<file path="config.mk">
export PLATFORM = sky130hd
export DESIGN_NAME = capture_top
export DESIGN_NICKNAME = d
export VERILOG_FILES = /design/src/capture_pkg.sv /design/src/addr_counter.sv /design/src/capture_sequencer.sv /design/src/readback_assembler.sv /design/src/capture_top.sv
export SDC_FILE = /design/constraint.sdc
export NUM_CORES = 1
export LEC_CHECK = 0
export BUFFER_PORTS_ARGS = -buffer_cell sky130_fd_sc_hd__buf_2
export CORE_MARGIN = 2
export CORE_UTILIZATION = 40
export CTS_CLUSTER_SIZE = 10
export DETAILED_ROUTE_END_ITERATION = 10
export GPL_ROUTABILITY_DRIVEN = 1
export MAX_ROUTING_LAYER = met4
export PLACE_DENSITY = 0.72
export SETUP_SLACK_MARGIN = 0.3
export SLEW_MARGIN = 10
export SYNTH_ARGS = -nofsm -noshare
export SYNTH_HDL_FRONTEND = slang
export SYNTH_HIERARCHICAL = 1
export SYNTH_SLANG_ARGS = --single-unit
export TNS_END_PERCENT = 20
</file>
<file path="constraint.sdc">
create_clock -name ui_clk -period 4.2 [get_ports ui_clk]
set_input_delay 0.63 -clock ui_clk [delete_from_list [all_inputs] [get_ports ui_clk]]
set_output_delay 0.63 -clock ui_clk [all_outputs]
set_load 0.02 [all_outputs]
</file>
<file path="src/capture_pkg.sv">
`default_nettype none

package capture_pkg;

    // widths used throughout the capture path
    localparam int addr_width = 30;
    localparam int beat_width = 32;
    localparam int word_width = 64;

    typedef logic [addr_width-1:0] app_addr_t;     // memory address, byte units
    typedef logic [beat_width-1:0] beat_t;         // one application-port beat
    typedef logic [word_width-1:0] sample_word_t;  // low half goes out first

    // application port command codes
    typedef enum logic [2:0] {
        cmd_write = 3'd0,
        cmd_read  = 3'd1
    } app_cmd_t;

    typedef enum logic [2:0] {
        st_idle       = 3'd0,
        st_write_lo   = 3'd1,
        st_write_hi   = 3'd2,
        st_wait_read  = 3'd3,
        st_read_cmd   = 3'd4,
        st_read_gap   = 3'd5,
        st_wait_write = 3'd6,
        st_bypass     = 3'd7
    } capture_state_t;

    // requests from the sequencer to the address counter
    typedef enum logic [2:0] {
        op_hold              = 3'd0,
        op_restart           = 3'd1,
        op_restart_mark_here = 3'd2,  // end of data is the current address
        op_restart_mark_next = 3'd3,  // end of data is one step past current
        op_advance           = 3'd4
    } addr_op_t;

    // toward the memory controller
    typedef struct packed {
        app_addr_t addr;
        app_cmd_t  cmd;
        logic      en;
        beat_t     wdf_data;
        logic      wdf_end;
        logic      wdf_wren;
    } app_req_t;

    // back from the memory controller
    typedef struct packed {
        beat_t rd_data;
        logic  rd_data_end;
        logic  rd_data_valid;
        logic  rdy;
        logic  wdf_rdy;
    } app_rsp_t;

endpackage

`default_nettype wire

</file>
<file path="src/addr_counter.sv">
`timescale 1ns/1ns
`default_nettype none

module addr_counter import capture_pkg::*; #(
    parameter app_addr_t ADDR_INC = 30'd8,
    parameter app_addr_t ADDR_MAX = 30'h3FFF_FFF8
) (
    input  wire logic ui_clk,
    input  wire logic reset,
    input  addr_op_t  addr_op,
    output app_addr_t addr,
    output logic      read_done,
    output logic      mem_full
);

    app_addr_t top_addr;  // first address past the stored data

    always_ff @(posedge ui_clk) begin
        if (reset) begin
            addr     <= '0;
            top_addr <= '0;
            mem_full <= 1'b0;
        end else begin
            case (addr_op)
                op_restart: begin
                    addr <= '0;
                end
                op_restart_mark_here: begin
                    // last beat pair already advanced past its slot
                    top_addr <= addr;
                    addr     <= '0;
                end
                op_restart_mark_next: begin
                    // final word sits at addr, count it in
                    top_addr <= addr + ADDR_INC;
                    addr     <= '0;
                end
                op_advance: begin
                    if (addr == ADDR_MAX)
                        mem_full <= 1'b1;  // sticky, address stays put
                    else
                        addr <= addr + ADDR_INC;
                end
                default: begin
                end
            endcase
        end
    end

    // readback is complete once the read pointer catches the mark
    assign read_done = (addr == top_addr);

endmodule

`default_nettype wire

</file>
<file path="src/capture_sequencer.sv">
`timescale 1ns/1ns
`default_nettype none

module capture_sequencer import capture_pkg::*; (
    input  wire logic          ui_clk,
    input  wire logic          reset,
    input  wire logic          capture_go,
    input  wire logic          write_done,
    input  wire logic          mem_ready,
    input  wire logic          use_mem,
    input  sample_word_t       pre_dout,
    input  wire logic          pre_empty,
    input  wire logic          post_full,
    input  wire logic          post_prog_full,
    input  app_rsp_t           app_rsp,
    input  wire logic          read_done,
    input  wire logic          post_wr,
    output logic               pre_rd,
    output app_cmd_t           cmd,
    output logic               en,
    output beat_t              wdf_data,
    output logic               wdf_end,
    output logic               wdf_wren,
    output addr_op_t           addr_op,
    output capture_state_t     state
);

    capture_state_t next_state;

    logic done_hold;     // write_done seen during this capture
    logic write_finish;  // done_hold and pre FIFO drained
    logic abort_req;     // capture_go arrived while busy
    logic pre_rd_r;
    logic writing;
    logic go_idle;

    assign writing = (state == st_wait_write) || (state == st_write_lo) ||
                     (state == st_write_hi);
    assign go_idle = capture_go || abort_req;

    assign cmd = writing ? cmd_write : cmd_read;

    // beat select, low half first
    always_comb begin
        case (state)
            st_write_lo: wdf_data = pre_dout[31:0];
            st_write_hi: wdf_data = pre_dout[63:32];
            default:     wdf_data = '0;
        endcase
    end

    always_comb begin
        next_state = state;
        en         = 1'b0;
        wdf_wren   = 1'b0;
        wdf_end    = 1'b0;
        pre_rd     = 1'b0;
        addr_op    = op_hold;

        case (state)
            st_idle: begin
                if (capture_go) begin
                    if (!use_mem) begin
                        next_state = st_bypass;
                    end else if (mem_ready) begin
                        addr_op    = op_restart;
                        next_state = st_wait_write;
                    end
                end
            end

            st_bypass: begin
                if (use_mem) begin
                    next_state = st_idle;
                end else if (!pre_empty && !post_full && !pre_rd_r && !post_wr) begin
                    pre_rd = 1'b1;  // at most one word in flight
                end
            end

            st_wait_write: begin
                if (go_idle) begin
                    next_state = st_idle;
                end else if (write_finish) begin
                    addr_op    = op_restart_mark_here;
                    next_state = st_wait_read;
                end else if (app_rsp.rdy && app_rsp.wdf_rdy && !pre_empty) begin
                    pre_rd     = 1'b1;  // fwft, word stays on pre_dout
                    next_state = st_write_lo;
                end
            end

            st_write_lo: begin
                en       = 1'b1;
                wdf_wren = 1'b1;
                if (app_rsp.rdy && app_rsp.wdf_rdy)
                    next_state = st_write_hi;
            end

            st_write_hi: begin
                wdf_wren = 1'b1;
                wdf_end  = 1'b1;
                if (app_rsp.wdf_rdy) begin
                    if (write_finish) begin
                        addr_op    = op_restart_mark_next;
                        next_state = st_wait_read;
                    end else begin
                        addr_op = op_advance;
                        if (app_rsp.rdy && !pre_empty) begin
                            pre_rd     = 1'b1;  // chain straight into the next word
                            next_state = st_write_lo;
                        end else begin
                            next_state = st_wait_write;
                        end
                    end
                end
            end

            st_wait_read: begin
                if (go_idle)
                    next_state = st_idle;
                else if (read_done)
                    next_state = st_idle;  // nothing was stored
                else if (app_rsp.rdy && !post_prog_full)
                    next_state = st_read_cmd;
            end

            st_read_cmd: begin
                en = 1'b1;
                if (app_rsp.rdy) begin
                    addr_op    = op_advance;
                    next_state = st_read_gap;
                end
            end

            st_read_gap: begin
                if (go_idle)
                    next_state = st_idle;
                else if (read_done)
                    next_state = st_idle;
                else if (app_rsp.rdy && !post_prog_full)
                    next_state = st_read_cmd;
                else
                    next_state = st_wait_read;  // throttled by post FIFO
            end

            default: begin
                next_state = st_idle;
            end
        endcase
    end

    always_ff @(posedge ui_clk) begin
        if (reset) begin
            state        <= st_idle;
            pre_rd_r     <= 1'b0;
            done_hold    <= 1'b0;
            write_finish <= 1'b0;
            abort_req    <= 1'b0;
        end else begin
            state    <= next_state;
            pre_rd_r <= pre_rd;

            if (state == st_idle) begin
                done_hold    <= 1'b0;
                write_finish <= 1'b0;
                abort_req    <= 1'b0;
            end else begin
                if (write_done)
                    done_hold <= 1'b1;
                if (done_hold && pre_empty)
                    write_finish <= 1'b1;
                // remember a restart seen in a busy state
                if (capture_go && state != st_bypass)
                    abort_req <= 1'b1;
            end
        end
    end

endmodule

`default_nettype wire

</file>
<file path="src/readback_assembler.sv">
`timescale 1ns/1ns
`default_nettype none

module readback_assembler import capture_pkg::*; (
    input  wire logic    ui_clk,
    input  wire logic    reset,
    input  app_rsp_t     app_rsp,
    input  wire logic    bypass_rd,
    input  wire logic    bypass,
    input  sample_word_t pre_dout,
    output sample_word_t post_din,
    output logic         post_wr
);

    beat_t first_beat;  // low half, waits for its partner
    logic  first_valid;
    logic  last_valid;

    assign first_valid = app_rsp.rd_data_valid && !app_rsp.rd_data_end;
    assign last_valid  = app_rsp.rd_data_valid && app_rsp.rd_data_end;

    // write strobe toward the post FIFO
    always_ff @(posedge ui_clk) begin
        if (reset)
            post_wr <= 1'b0;
        else if (bypass)
            post_wr <= bypass_rd;  // one cycle behind the pop
        else
            post_wr <= last_valid;
    end

    // payload path
    always_ff @(posedge ui_clk) begin
        if (!bypass && first_valid)
            first_beat <= app_rsp.rd_data;

        if (bypass) begin
            if (bypass_rd)
                post_din <= pre_dout;  // word under the pop
        end else if (last_valid) begin
            post_din <= {app_rsp.rd_data, first_beat};
        end
    end

endmodule

`default_nettype wire

</file>
<file path="src/capture_top.sv">
`timescale 1ns/1ns
`default_nettype none

module capture_top import capture_pkg::*; #(
    parameter app_addr_t ADDR_INC = 30'd8,
    parameter app_addr_t ADDR_MAX = 30'h3FFF_FFF8
) (
    input  wire logic      ui_clk,
    input  wire logic      reset,
    input  wire logic      capture_go,
    input  wire logic      write_done,
    input  wire logic      mem_ready,       // calibration complete
    input  wire logic      use_mem,
    input  sample_word_t   pre_dout,
    input  wire logic      pre_empty,
    input  wire logic      post_full,
    input  wire logic      post_prog_full,
    input  app_rsp_t       app_rsp,
    output logic           pre_rd,
    output sample_word_t   post_din,
    output logic           post_wr,
    output app_req_t       app_req,
    output capture_state_t capture_state,
    output logic           mem_full
);

    app_addr_t mem_addr;
    app_cmd_t  seq_cmd;
    logic      seq_en;
    beat_t     seq_wdf_data;
    logic      seq_wdf_end;
    logic      seq_wdf_wren;
    addr_op_t  addr_op;
    logic      read_done;

    capture_sequencer i_sequencer (
        .ui_clk         (ui_clk),
        .reset          (reset),
        .capture_go     (capture_go),
        .write_done     (write_done),
        .mem_ready      (mem_ready),
        .use_mem        (use_mem),
        .pre_dout       (pre_dout),
        .pre_empty      (pre_empty),
        .post_full      (post_full),
        .post_prog_full (post_prog_full),
        .app_rsp        (app_rsp),
        .read_done      (read_done),
        .post_wr        (post_wr),
        .pre_rd         (pre_rd),
        .cmd            (seq_cmd),
        .en             (seq_en),
        .wdf_data       (seq_wdf_data),
        .wdf_end        (seq_wdf_end),
        .wdf_wren       (seq_wdf_wren),
        .addr_op        (addr_op),
        .state          (capture_state)
    );

    addr_counter #(
        .ADDR_INC (ADDR_INC),
        .ADDR_MAX (ADDR_MAX)
    ) i_addr_counter (
        .ui_clk    (ui_clk),
        .reset     (reset),
        .addr_op   (addr_op),
        .addr      (mem_addr),
        .read_done (read_done),
        .mem_full  (mem_full)
    );

    readback_assembler i_assembler (
        .ui_clk    (ui_clk),
        .reset     (reset),
        .app_rsp   (app_rsp),
        .bypass_rd (pre_rd),
        .bypass    (!use_mem),
        .pre_dout  (pre_dout),
        .post_din  (post_din),
        .post_wr   (post_wr)
    );

    // address comes from the counter, the rest from the FSM
    always_comb begin
        app_req.addr     = mem_addr;
        app_req.cmd      = seq_cmd;
        app_req.en       = seq_en;
        app_req.wdf_data = seq_wdf_data;
        app_req.wdf_end  = seq_wdf_end;
        app_req.wdf_wren = seq_wdf_wren;
    end

endmodule

`default_nettype wire

</file>
==> reports/qor.txt, run 1 <==
status -> complete, no violations
crit share post-route -> 0.754
detailed-route wire length -> 22.1 mm
CTS Root Cell -> clkbuf_16
Pwr Density -> 452 mW/mm2
met3 Use GR -> 0.0506
maximum clock rate -> 316 MHz
vias -> 6378
Port-buffer cells -> 241
fraction of layout cells with a size suffix above 1 -> 0.389
Worst IR Drop VDD -> 0.282 mV
gpl congestion -> 0.917
Crit. End Element -> flop
Slew HR -> 0.262
Max Slew Vio Count -> 0
Netlist Area Pre-Place -> 0.00797 mm2
EDFF count, synth -> 96
register area share after synthesis -> 0.520
CP Launch Type -> flop
die area -> 0.0211 mm2
sequential group share of total power -> 0.410
Clk Latency, worst-skew pair -> 430 ps
sw power -> 1.46 mW
Synth top area share -> 0.362
cell internal pwr -> 2.99 mW
worst min path class -> in2reg
clk slew on worst S/H paths -> 70 ps
post-DP HPWL -> 16.2 mm
RSZ-0062 raised after global routing -> false
YS warnings -> 6
die width -> 145 um
top post-synthesis cells by count -> edfxtp_1 (96), dfxtp_1 (63), nor2_1 (49), mux2_2 (38), xor2_1 (36)
top cells by area, synth -> edfxtp_1 (36%), dfxtp_1 (16%), mux2_2 (5.4%)
vias in the first global route -> 6011
required time of the critical path -> 4560 ps
count leader, synth -> edfxtp_1
Design Area, Final -> 0.00986 mm2
met2 Use GR -> 0.343
gr busiest metal -> met2
vias per cell -> 5.39
P&R area growth vs syn -> 23.7%
Synth Flop Type -> edfxtp_1
Ports -> 247
Initial Util -> 0.408
worst-case clock buffer depth -> 2
Tmin final -> 3170 ps
hold_buf cts -> 0
nets -> 1011
Comb power frac -> 0.244
# clock sinks -> 159
Hold WS -> 395 ps
crit path launch -> i_sequencer/state[1]
cell count after synthesis -> 695
r2r startpoint -> i_sequencer/state[1]
Cell variety after synth -> 64
leakage power -> 3.97 nW
most area-hungry cell type in the Yosys netlist -> edfxtp_1
Die Y -> 145 um
Initial DRC Count -> 420
Async SR Flop Fraction -> 0
Num CTS Buffers -> 17
HP Start -> app_rsp[4]
Core Area -> 0.0195 mm2
drt drc -> 0
Pre-antenna DRT Iters -> 5
initial antenna violation count -> 5
DRT antenna net count -> 0
Avg Synthesized Cell Area -> 11.5 um2
Hold Vio Cnt, Final -> 0
fin util -> 0.505
measured slew at the worst slew-check pin -> 1100 ps
global-route wire length before repair -> 34.3 mm
clk_skew -> 12.1 ps
CP arrival -> 3520 ps
placed instance area -> 0.00926 mm2
Post-CTS Setup Inserts -> 0
Max-cap violations -> 0
GRT Overall Usage -> 0.213
H-Tree Depth -> 4
Site Rows -> 51
Net Sw Frac -> 0.329
largest net degree at the start of global routing -> 65
Avg WL per Cell -> 18.7 um
Crit Path Max Fanout -> 16
setup TNS -> 0 ps
crit path kind -> reg2reg
met1 Usage GRT -> 0.262
Yosys reg bits -> 159
final setup fails -> 0
CTS tree -> built
gr ovfl total -> 0
clock share of power -> 0.347
post_cts resized -> 0
sequential cells by signal (all words and copies together) (netlist names), 3 cells and up:
| signal | count |
|---|---|
| i_sequencer/state | 3 |
| i_assembler/post_din | 64 |
| i_assembler/first_beat | 32 |
| i_addr_counter/addr | 27 |
| i_addr_counter/top_addr | 27 |
power by group through the flow:
stage	Clock, mW	Sequential (mW)	Combinational, mW
6_report	1.54	1.83	1.09
5_1_grt	1.65	1.84	1.16
4_1_cts	1.59	1.83	1.09
3_5_place_dp	0	1.86	1.09
3_3_place_gp	0	1.86	1.08
2_1_floorplan	0	1.86	0.749
metrics by stage:
step | cells | total power, mW | worst slack [ps]
after floorplan | 698 | 2.61 | 380
after global placement | 1147 | 2.94 | 1180
after CTS | 1179 | 4.51 | 1060
after global routing | 1184 | 4.66 | 779
final | 1184 | 4.46 | 1030
after detailed placement | 1147 | 2.95 | 1090
layer usage:
layer / routed length (um) / vias to the layer above
met3: 1490 / 36
met2: 10900 / 279
met5: 0 / -
li1: - / 3033
met1: 9210 / 3030
met4: 514 / 0
critical path: stages, from the launching register on:
cell and delay [ps]:
dfxtp_1 670, nor2b_1 310, nand3b_1 110, a21oi_1 550, nand3b_1 350, a21oi_1 760, a31oi_1 190, a31oi_1 160
area by class of cell:
| type | instances | area, um2 |
|---|---|---|
| multi-input cells | 464 | 3470 |
| repair buffers | 252 | 1290 |
| inverters | 7 | 26.3 |
| diodes | 5 | 12.5 |
| fillers | 1765 | 9660 |
| flip-flops and latches | 159 | 4140 |
| clock buffers | 17 | 425 |
| well taps | 265 | 332 |
| clock inverters | 15 | 169 |
cell families after synthesis:
kind of cell    share of synthesized area
fa+ha+maj                         0.00157
compound gates                      0.126
flops                               0.520
mux                                 0.105
xor+xnor                           0.0582
simple gates                        0.139
other cells                      0.000942
buf+inv                            0.0494
path summary, 6_finish.rpt:
path	to	slack [ps]	cells after the start
max reg2reg	i_addr_counter/addr[19]	1030	7
max	i_addr_counter/addr[19]	1030	7
min	i_assembler/first_beat[0]	390	1
min reg2reg	i_addr_counter/mem_full	460	2
placed cells by master (no fill, tap or decap), drive strengths merged, types with 3 or more instances in the layout:
cell,instances
a211o,3
a211oi,25
a21oi,12
a22o,35
a22oi,3
a31oi,8
and2,4
and3,7
buf,252
clkbuf,17
clkinvlp,3
conb,5
dfxtp,63
diode,5
edfxtp,96
inv,16
mux2,65
mux2i,3
nand2,30
nand3,35
nand3b,6
nand4,25
nor2,50
nor2b,7
nor3,9
nor3b,3
nor4,13
o211ai,13
o21a,3
o21ai,9
o31ai,11
or3,4
xnor2,17
xor2,36
Note: power is estimated with default switching activity, not from simulation.
==> run 2, diff against run 1 <==
--- a/config.mk
+++ b/config.mk
@@ -12,7 +12,7 @@
 export DETAILED_ROUTE_END_ITERATION = 10
 export GPL_ROUTABILITY_DRIVEN = 1
 export MAX_ROUTING_LAYER = met4
-export PLACE_DENSITY = 0.72
+export PLACE_DENSITY = 0.74
 export SETUP_SLACK_MARGIN = 0.3
 export SLEW_MARGIN = 10
 export SYNTH_ARGS = -nofsm -noshare
==> constraint.sdc (replaced) <==
create_clock -name ui_clk -period 2.8 [get_ports ui_clk]
set_input_delay 0.42 -clock ui_clk [delete_from_list [all_inputs] [get_ports ui_clk]]
set_output_delay 0.42 -clock ui_clk [all_outputs]
set_load 0.02 [all_outputs]
==> run 2 against run 1 <==
Effect of this change: flip-flop and latch count unchanged; first-iteration DRC count increased by 26%; sequential share of layout area down 1.3 points; non-clock buffer count rose by 35; global-route usage increased by 0.45 points; worst hold slack lost 220 ps; clock-buffer cell count did not move; final area increased by 3.3%; via count rose by 3.2%; combinational power is 61% higher; clock power grew 48%; clock skew decreased by 3.6 ps.
==> reports/qor.txt, run 2 (synthesis gave the netlist of run 1 again) <==
post-DP HPWL -> 16.5 mm (+2.0%)
most common cell after layout, fill and taps aside -> buf_2
r2r setup slk -> 440 ps (-590 ps)
antenna cells -> 0 (-5)
Multi-input gate area -> 0.00350 mm2 (+0.94%)
maximum clock rate -> 415 MHz
H-Tree Depth -> 4 (unchanged)
register area -> 0.00415 mm2 (about the same)
Tmin final -> 2410 ps
Crit. End Element -> output pin
leakage power -> 4.18 nW (+5.2%)
worst-case clock buffer depth -> 2 (unchanged)
CTS Root Cell -> clkbuf_16
Pre-antenna DRT Iters -> 5 (unchanged)
final setup fails -> 0 (unchanged)
largest net degree at the start of global routing -> 65 (unchanged)
setup TNS -> 0 ps (unchanged)
Initial Util -> 0.408 (unchanged)
P&R area growth vs syn -> 27.8%
cells on worst reg2reg path -> 9 (+2)
Hold Vio Cnt, Final -> 0 (unchanged)
CP arrival -> 1990 ps (-1530 ps)
Pwr Density -> 662 mW/mm2 (+46%)
crit path kind -> reg2out
Clk Latency, worst-skew pair -> 430 ps (about the same)
clk_skew -> 8.47 ps (-3.61 ps)
Design Area, Final -> 0.0102 mm2 (+3.3%)
CTS tree -> built
die area -> 0.0211 mm2 (unchanged)
Num CTS Buffers -> 17 (unchanged)
detailed-route wire length -> 22.6 mm (+2.2%)
hold_buf cts -> 0 (unchanged)
die width -> 145 um (unchanged)
r2r startpoint -> i_sequencer/state[2]
Max Slew Vio Count -> 0 (unchanged)
required time of the critical path -> 2380 ps (-2180 ps)
Slew HR -> 0.668 (+0.406)
status -> complete, no violations
crit share post-route -> 0.860
Top reg by flops -> i_assembler/post_din
gr ovfl total -> 0 (unchanged)
# fillers -> 1741 (-1.4%)
nets -> 1046 (+3.5%)
CP Launch Type -> flop
Endpoint, Worst Hold -> i_assembler/first_beat[30]
HP Start -> app_rsp[34]
max reg flops -> 64 (unchanged)
placed insts -> 1181 (+3.0%)
Ports -> 247 (unchanged)
vias -> 6581 (+3.2%)
fraction of layout cells with a size suffix above 1 -> 0.419 (+0.0299)
# clock sinks -> 159 (unchanged)
placed instance area -> 0.00957 mm2 (+3.4%)
Core Area -> 0.0195 mm2 (unchanged)
drt drc -> 0 (unchanged)
gpl congestion -> 0.879 (-4.1%)
clk slew on worst S/H paths -> 70 ps (about the same)
Max-cap violations -> 0 (unchanged)
Initial DRC Count -> 528 (+26%)
R2R Path End -> i_addr_counter/addr[23]
vias per cell -> 5.42 (+0.63%)
global-route wire length before repair -> 35.1 mm (+2.5%)
DRT antenna net count -> 0 (unchanged)
RSZ-0062 raised after global routing -> true
Die Y -> 145 um (unchanged)
GRT Overall Usage -> 0.218 (+0.00453)
Top Registers -> i_assembler/post_din x64, i_assembler/first_beat x32
worst min path class -> in2reg
Port-buffer cells -> 241 (unchanged)
Site Rows -> 51 (unchanged)
Avg WL per Cell -> 18.6 um (-0.30%)
Crit Path Max Fanout -> 34 (+18)
vias in the first global route -> 6246 (+3.9%)
initial antenna violation count -> 0 (-5)
measured slew at the worst slew-check pin -> 496 ps (-608 ps)
most frequent cells in the layout -> buf_2 (241), edfxtp_1 (96), dfxtp_1 (62), nor2_1 (48), buf_4 (42)
WHS Path Cells -> 1 (unchanged)
fin cells -> 1214 (+2.5%)
Worst IR Drop VDD -> 0.420 mV (+49%)
## run 2: cell types whose count changed in the layout (fill, tap and decap cells not counted), sizes merged
cell,previous run,this run
bufinv,1,0
diode,5,0
clkinvlp,3,1
clkinv,2,5
buf,252,287
## run 2: how the worst max path moves through the flow
stage,cells past startpoint,end,from,slack (ps)
2_1_floorplan,5,i_assembler/post_din[0],i_sequencer/state[2],-190
3_3_place_gp,9,i_sequencer/state[2],i_addr_counter/addr[15],360
3_5_place_dp,7,i_addr_counter/addr[7],i_sequencer/state[1],320
4_1_cts,9,i_sequencer/state[2],i_addr_counter/addr[15],300
5_1_grt,7,i_addr_counter/top_addr[26],i_sequencer/state[2],260
6_report,5,app_req[29],i_sequencer/state[1],390
## run 2: through the flow
| step | utilization | power, mW | setup slack, ps | hold slack (ps) |
|---|---|---|---|---|
| 3_3_place_gp | 0.490 | 4.47 | 358 | 440 |
| 6_report | 0.522 | 6.75 | 393 | 173 |
| 4_1_cts | 0.520 | 6.77 | 300 | 160 |
| 5_1_grt | 0.522 | 7.02 | 258 | 159 |
| 2_1_floorplan | - | 3.92 | -185 | 469 |
| 3_5_place_dp | 0.490 | 4.48 | 324 | 444 |
## run 2: timing repair
item                                    in CTS  in global routing
resized for setup                            1                  6
pin swaps                                    0                  1
hold endpoints to repair                     0                  0
setup buffers                                0                  1
endpoints found under the setup margin      30                 47
## run 2: final cells by class
type                       instances  share of cell area
tap                              265              0.0325
timing repair buffer             287               0.157
inverter                           7             0.00270
multi-input combinational        464               0.343
clock inverter                    15              0.0157
sequential                       159               0.407
clock buffer                      17              0.0417
## run 2: worst max-delay path: stages, from the launching register on
cell	delay (ps)
dfxtp_2	490
nand2b_1	130
nor2_2	140
buf_4	390
a22o_1	230
buf_2	160
## run 2: layer usage
| layer | global-route usage | vias to the layer above | wire length, um |
|---|---|---|---|
| li1 | - | 3091 | - |
| met1 | 0.266 | 3139 | 9560 |
| met2 | 0.359 | 310 | 10900 |
| met3 | 0.0403 | 41 | 1490 |
| met4 | 0.0882 | 0 | 643 |
| met5 | - | - | 0 |
## run 2: where the power goes
part / leakage, nW / switching, mW / total (mW) / internal [mW]
combinational: 2.50 / 1.07 / 1.76 / 0.690
sequential: 1.39 / 0.103 / 2.71 / 2.61
clock: 0.286 / 1.08 / 2.28 / 1.20
total: 4.18 / 2.25 / 6.75 / 4.49
==> run 3, diff against run 2 <==
--- a/config.mk
+++ b/config.mk
@@ -7,12 +7,12 @@
 export LEC_CHECK = 0
 export BUFFER_PORTS_ARGS = -buffer_cell sky130_fd_sc_hd__buf_2
 export CORE_MARGIN = 2
-export CORE_UTILIZATION = 40
+export CORE_UTILIZATION = 37
 export CTS_CLUSTER_SIZE = 10
 export DETAILED_ROUTE_END_ITERATION = 10
 export GPL_ROUTABILITY_DRIVEN = 1
 export MAX_ROUTING_LAYER = met4
-export PLACE_DENSITY = 0.74
+export PLACE_DENSITY = 0.7
 export SETUP_SLACK_MARGIN = 0.3
 export SLEW_MARGIN = 10
 export SYNTH_ARGS = -nofsm -noshare
==> run 3 against run 2 <==
Effect of this change: total power grew 1.0%; via count increased by 0.15%; worst hold slack better by 3.7 ps; clock skew grew 4.7 ps; first-iteration DRC count stayed put; clock power rose by 2%; critical endpoint is now app_req[10]; highest routed layer unchanged.
==> reports/qor.txt, run 3 (synthesis gave the netlist of run 1 again) <==
measured slew at the worst slew-check pin -> 579 ps (+82.2 ps)
r2r setup slk -> 450 ps (about the same)
Top Registers -> i_assembler/post_din x64, i_assembler/first_beat x32
Avg WL per Cell -> 18.6 um (-0.15%)
placed insts -> 1188 (+0.59%)
Initial DRC Count -> 528 (unchanged)
CTS tree -> built
Hold Vio Cnt, Final -> 0 (unchanged)
CTS Root Cell -> clkbuf_16
Max-cap violations -> 0 (unchanged)
register area -> 0.00415 mm2 (unchanged)
# clock sinks -> 159 (unchanged)
Crit Path Max Fanout -> 34 (unchanged)
Die Y -> 151 um (+3.9%)
die width -> 151 um (+3.9%)
crit share post-route -> 0.849 (-0.0106)
fraction of layout cells with a size suffix above 1 -> 0.415 (-0.00396)
fin cells -> 1221 (+0.58%)
P&R area growth vs syn -> 27.8% (about the same)
Endpoint, Worst Hold -> i_assembler/first_beat[19]
Initial Util -> 0.378 (-0.0302)
Crit. End Element -> output pin
die area -> 0.0227 mm2 (+7.9%)
# fillers -> 1907 (+9.5%)
worst min path class -> in2reg
most common cell after layout, fill and taps aside -> buf_2
global-route wire length before repair -> 33.2 mm (-5.4%)
clk slew on worst S/H paths -> 70 ps (about the same)
HP Start -> app_rsp[23]
DRT antenna net count -> 0 (unchanged)
required time of the critical path -> 2380 ps (about the same)
worst-path cell chain -> nand2b_1 > nor2_2 > buf_4 > a22o_1 > buf_2
Num CTS Buffers -> 17 (unchanged)
RSZ-0062 raised after global routing -> true
vias per cell -> 5.40 (-0.42%)
Design Area, Final -> 0.0102 mm2 (about the same)
Clk Latency, worst-skew pair -> 430 ps (about the same)
initial antenna violation count -> 0 (unchanged)
Ports -> 247 (unchanged)
detailed-route wire length -> 22.7 mm (+0.42%)
CP max-delay cell -> dfxtp_1
Max Slew Vio Count -> 0 (unchanged)
Site Rows -> 53 (+3.9%)
largest net degree at the start of global routing -> 65 (unchanged)
leakage power -> 4.17 nW (-0.15%)
hold_buf cts -> 0 (unchanged)
Hold WS -> 176 ps (+3.66 ps)
crit path kind -> reg2out
setup TNS -> 0 ps (unchanged)
Multi-input gate area -> 0.00349 mm2 (-0.21%)
cells on worst reg2reg path -> 9 (unchanged)
crit-path max cell delay -> 440 ps (-50 ps)
vias in the first global route -> 6048 (-3.2%)
GRT Overall Usage -> 0.197 (-0.0211)
Core Area -> 0.0211 mm2 (+8.0%)
Slew HR -> 0.613 (-0.0550)
status -> complete, no violations
gpl congestion -> 0.907 (+3.2%)
H-Tree Depth -> 4 (unchanged)
Worst IR Drop VDD -> 0.370 mV (-12%)
most frequent cells in the layout -> buf_2 (241), edfxtp_1 (96), dfxtp_1 (62), nor2_1 (48), buf_4 (39)
max reg flops -> 64 (unchanged)
worst-case clock buffer depth -> 2 (unchanged)
clk_skew -> 13.2 ps (+4.68 ps)
WHS Path Cells -> 1 (unchanged)
final setup fails -> 0 (unchanged)
antenna cells -> 0 (unchanged)
Port-buffer cells -> 241 (unchanged)
Pre-antenna DRT Iters -> 5 (unchanged)
post-DP HPWL -> 16.7 mm (+1.2%)
CP arrival -> 1960 ps (-30 ps)
placed instance area -> 0.00955 mm2 (-0.24%)
Top reg by flops -> i_assembler/post_din
CP Launch Type -> flop
nets -> 1043 (-0.29%)
gr ovfl total -> 0 (unchanged)
Tmin final -> 2380 ps (-29.8 ps)
drt drc -> 0 (unchanged)
maximum clock rate -> 421 MHz (+1.3%)
vias -> 6591 (+0.15%)
R2R Path End -> i_sequencer/state[2]
r2r startpoint -> i_addr_counter/addr[20]
Pwr Density -> 669 mW/mm2 (+1.0%)
-- run 3: cell count changes in the layout (fill, tap and decap cells not counted), sizes merged --
cell,delta
inv,-1
clkinv,+2
clkinvlp,-1
buf,-3
-- run 3: routing by layer --
metal | global-route usage | share of wire
met5 | - | 0
met4 | 0.0790 | 0.028
met2 | 0.316 | 0.49
met3 | 0.0410 | 0.075
met1 | 0.244 | 0.41
-- run 3: worst max-delay path by stage --
stage / start / endpoint / slack [ps] / cells past startpoint
floorplan: i_sequencer/state[2] / i_assembler/post_din[0] / -190 / 5
global placement: i_sequencer/state[1] / i_addr_counter/addr[8] / 370 / 7
detailed placement: i_sequencer/state[1] / i_addr_counter/addr[8] / 250 / 7
CTS: i_sequencer/state[0] / app_req[10] / 250 / 5
global route: i_addr_counter/addr[23] / i_sequencer/state[2] / 230 / 9
finish: i_sequencer/state[1] / app_req[10] / 420 / 5
-- run 3: what timing repair did --
item / 4_1_cts / 5_1_grt
buffers inserted: 0 / 1
endpoints found under the setup margin: 18 / 56
pin swaps: 0 / 1
gates resized for setup: 2 / 5
-- run 3: worst max-delay path: cells and delay by family, from the launching register on --
| family | cells | cell delay [ps] |
|---|---|---|
| buf+inv | 2 | 550 |
| flops | 1 | 440 |
| simple gates | 2 | 280 |
| compound gates | 1 | 240 |
-- run 3: layout make-up --
class,count,share of cell area
well taps,275,0.0338
inverters,7,0.00270
clock buffers,17,0.0418
multi-input cells,464,0.343
clock inverters,15,0.0176
flip-flops and latches,159,0.407
repair buffers,284,0.155
-- run 3: power by group --
group          switching (mW)  leakage [nW]  total, mW  internal (mW)
sequential             0.0821          1.39       2.69           2.60
combinational            1.11          2.48       1.80          0.689
clock                    1.11         0.297       2.33           1.22
total                    2.30          4.17       6.81           4.51
-- run 3: stage by stage --
stage               worst slack, ps  utilization  power, mW
floorplan                      -185            -       3.92
finish                          423        0.483       6.81
CTS                             246        0.482       6.85
global placement                368        0.453       4.47
global route                    228        0.483       7.13
detailed placement              248        0.453       4.50
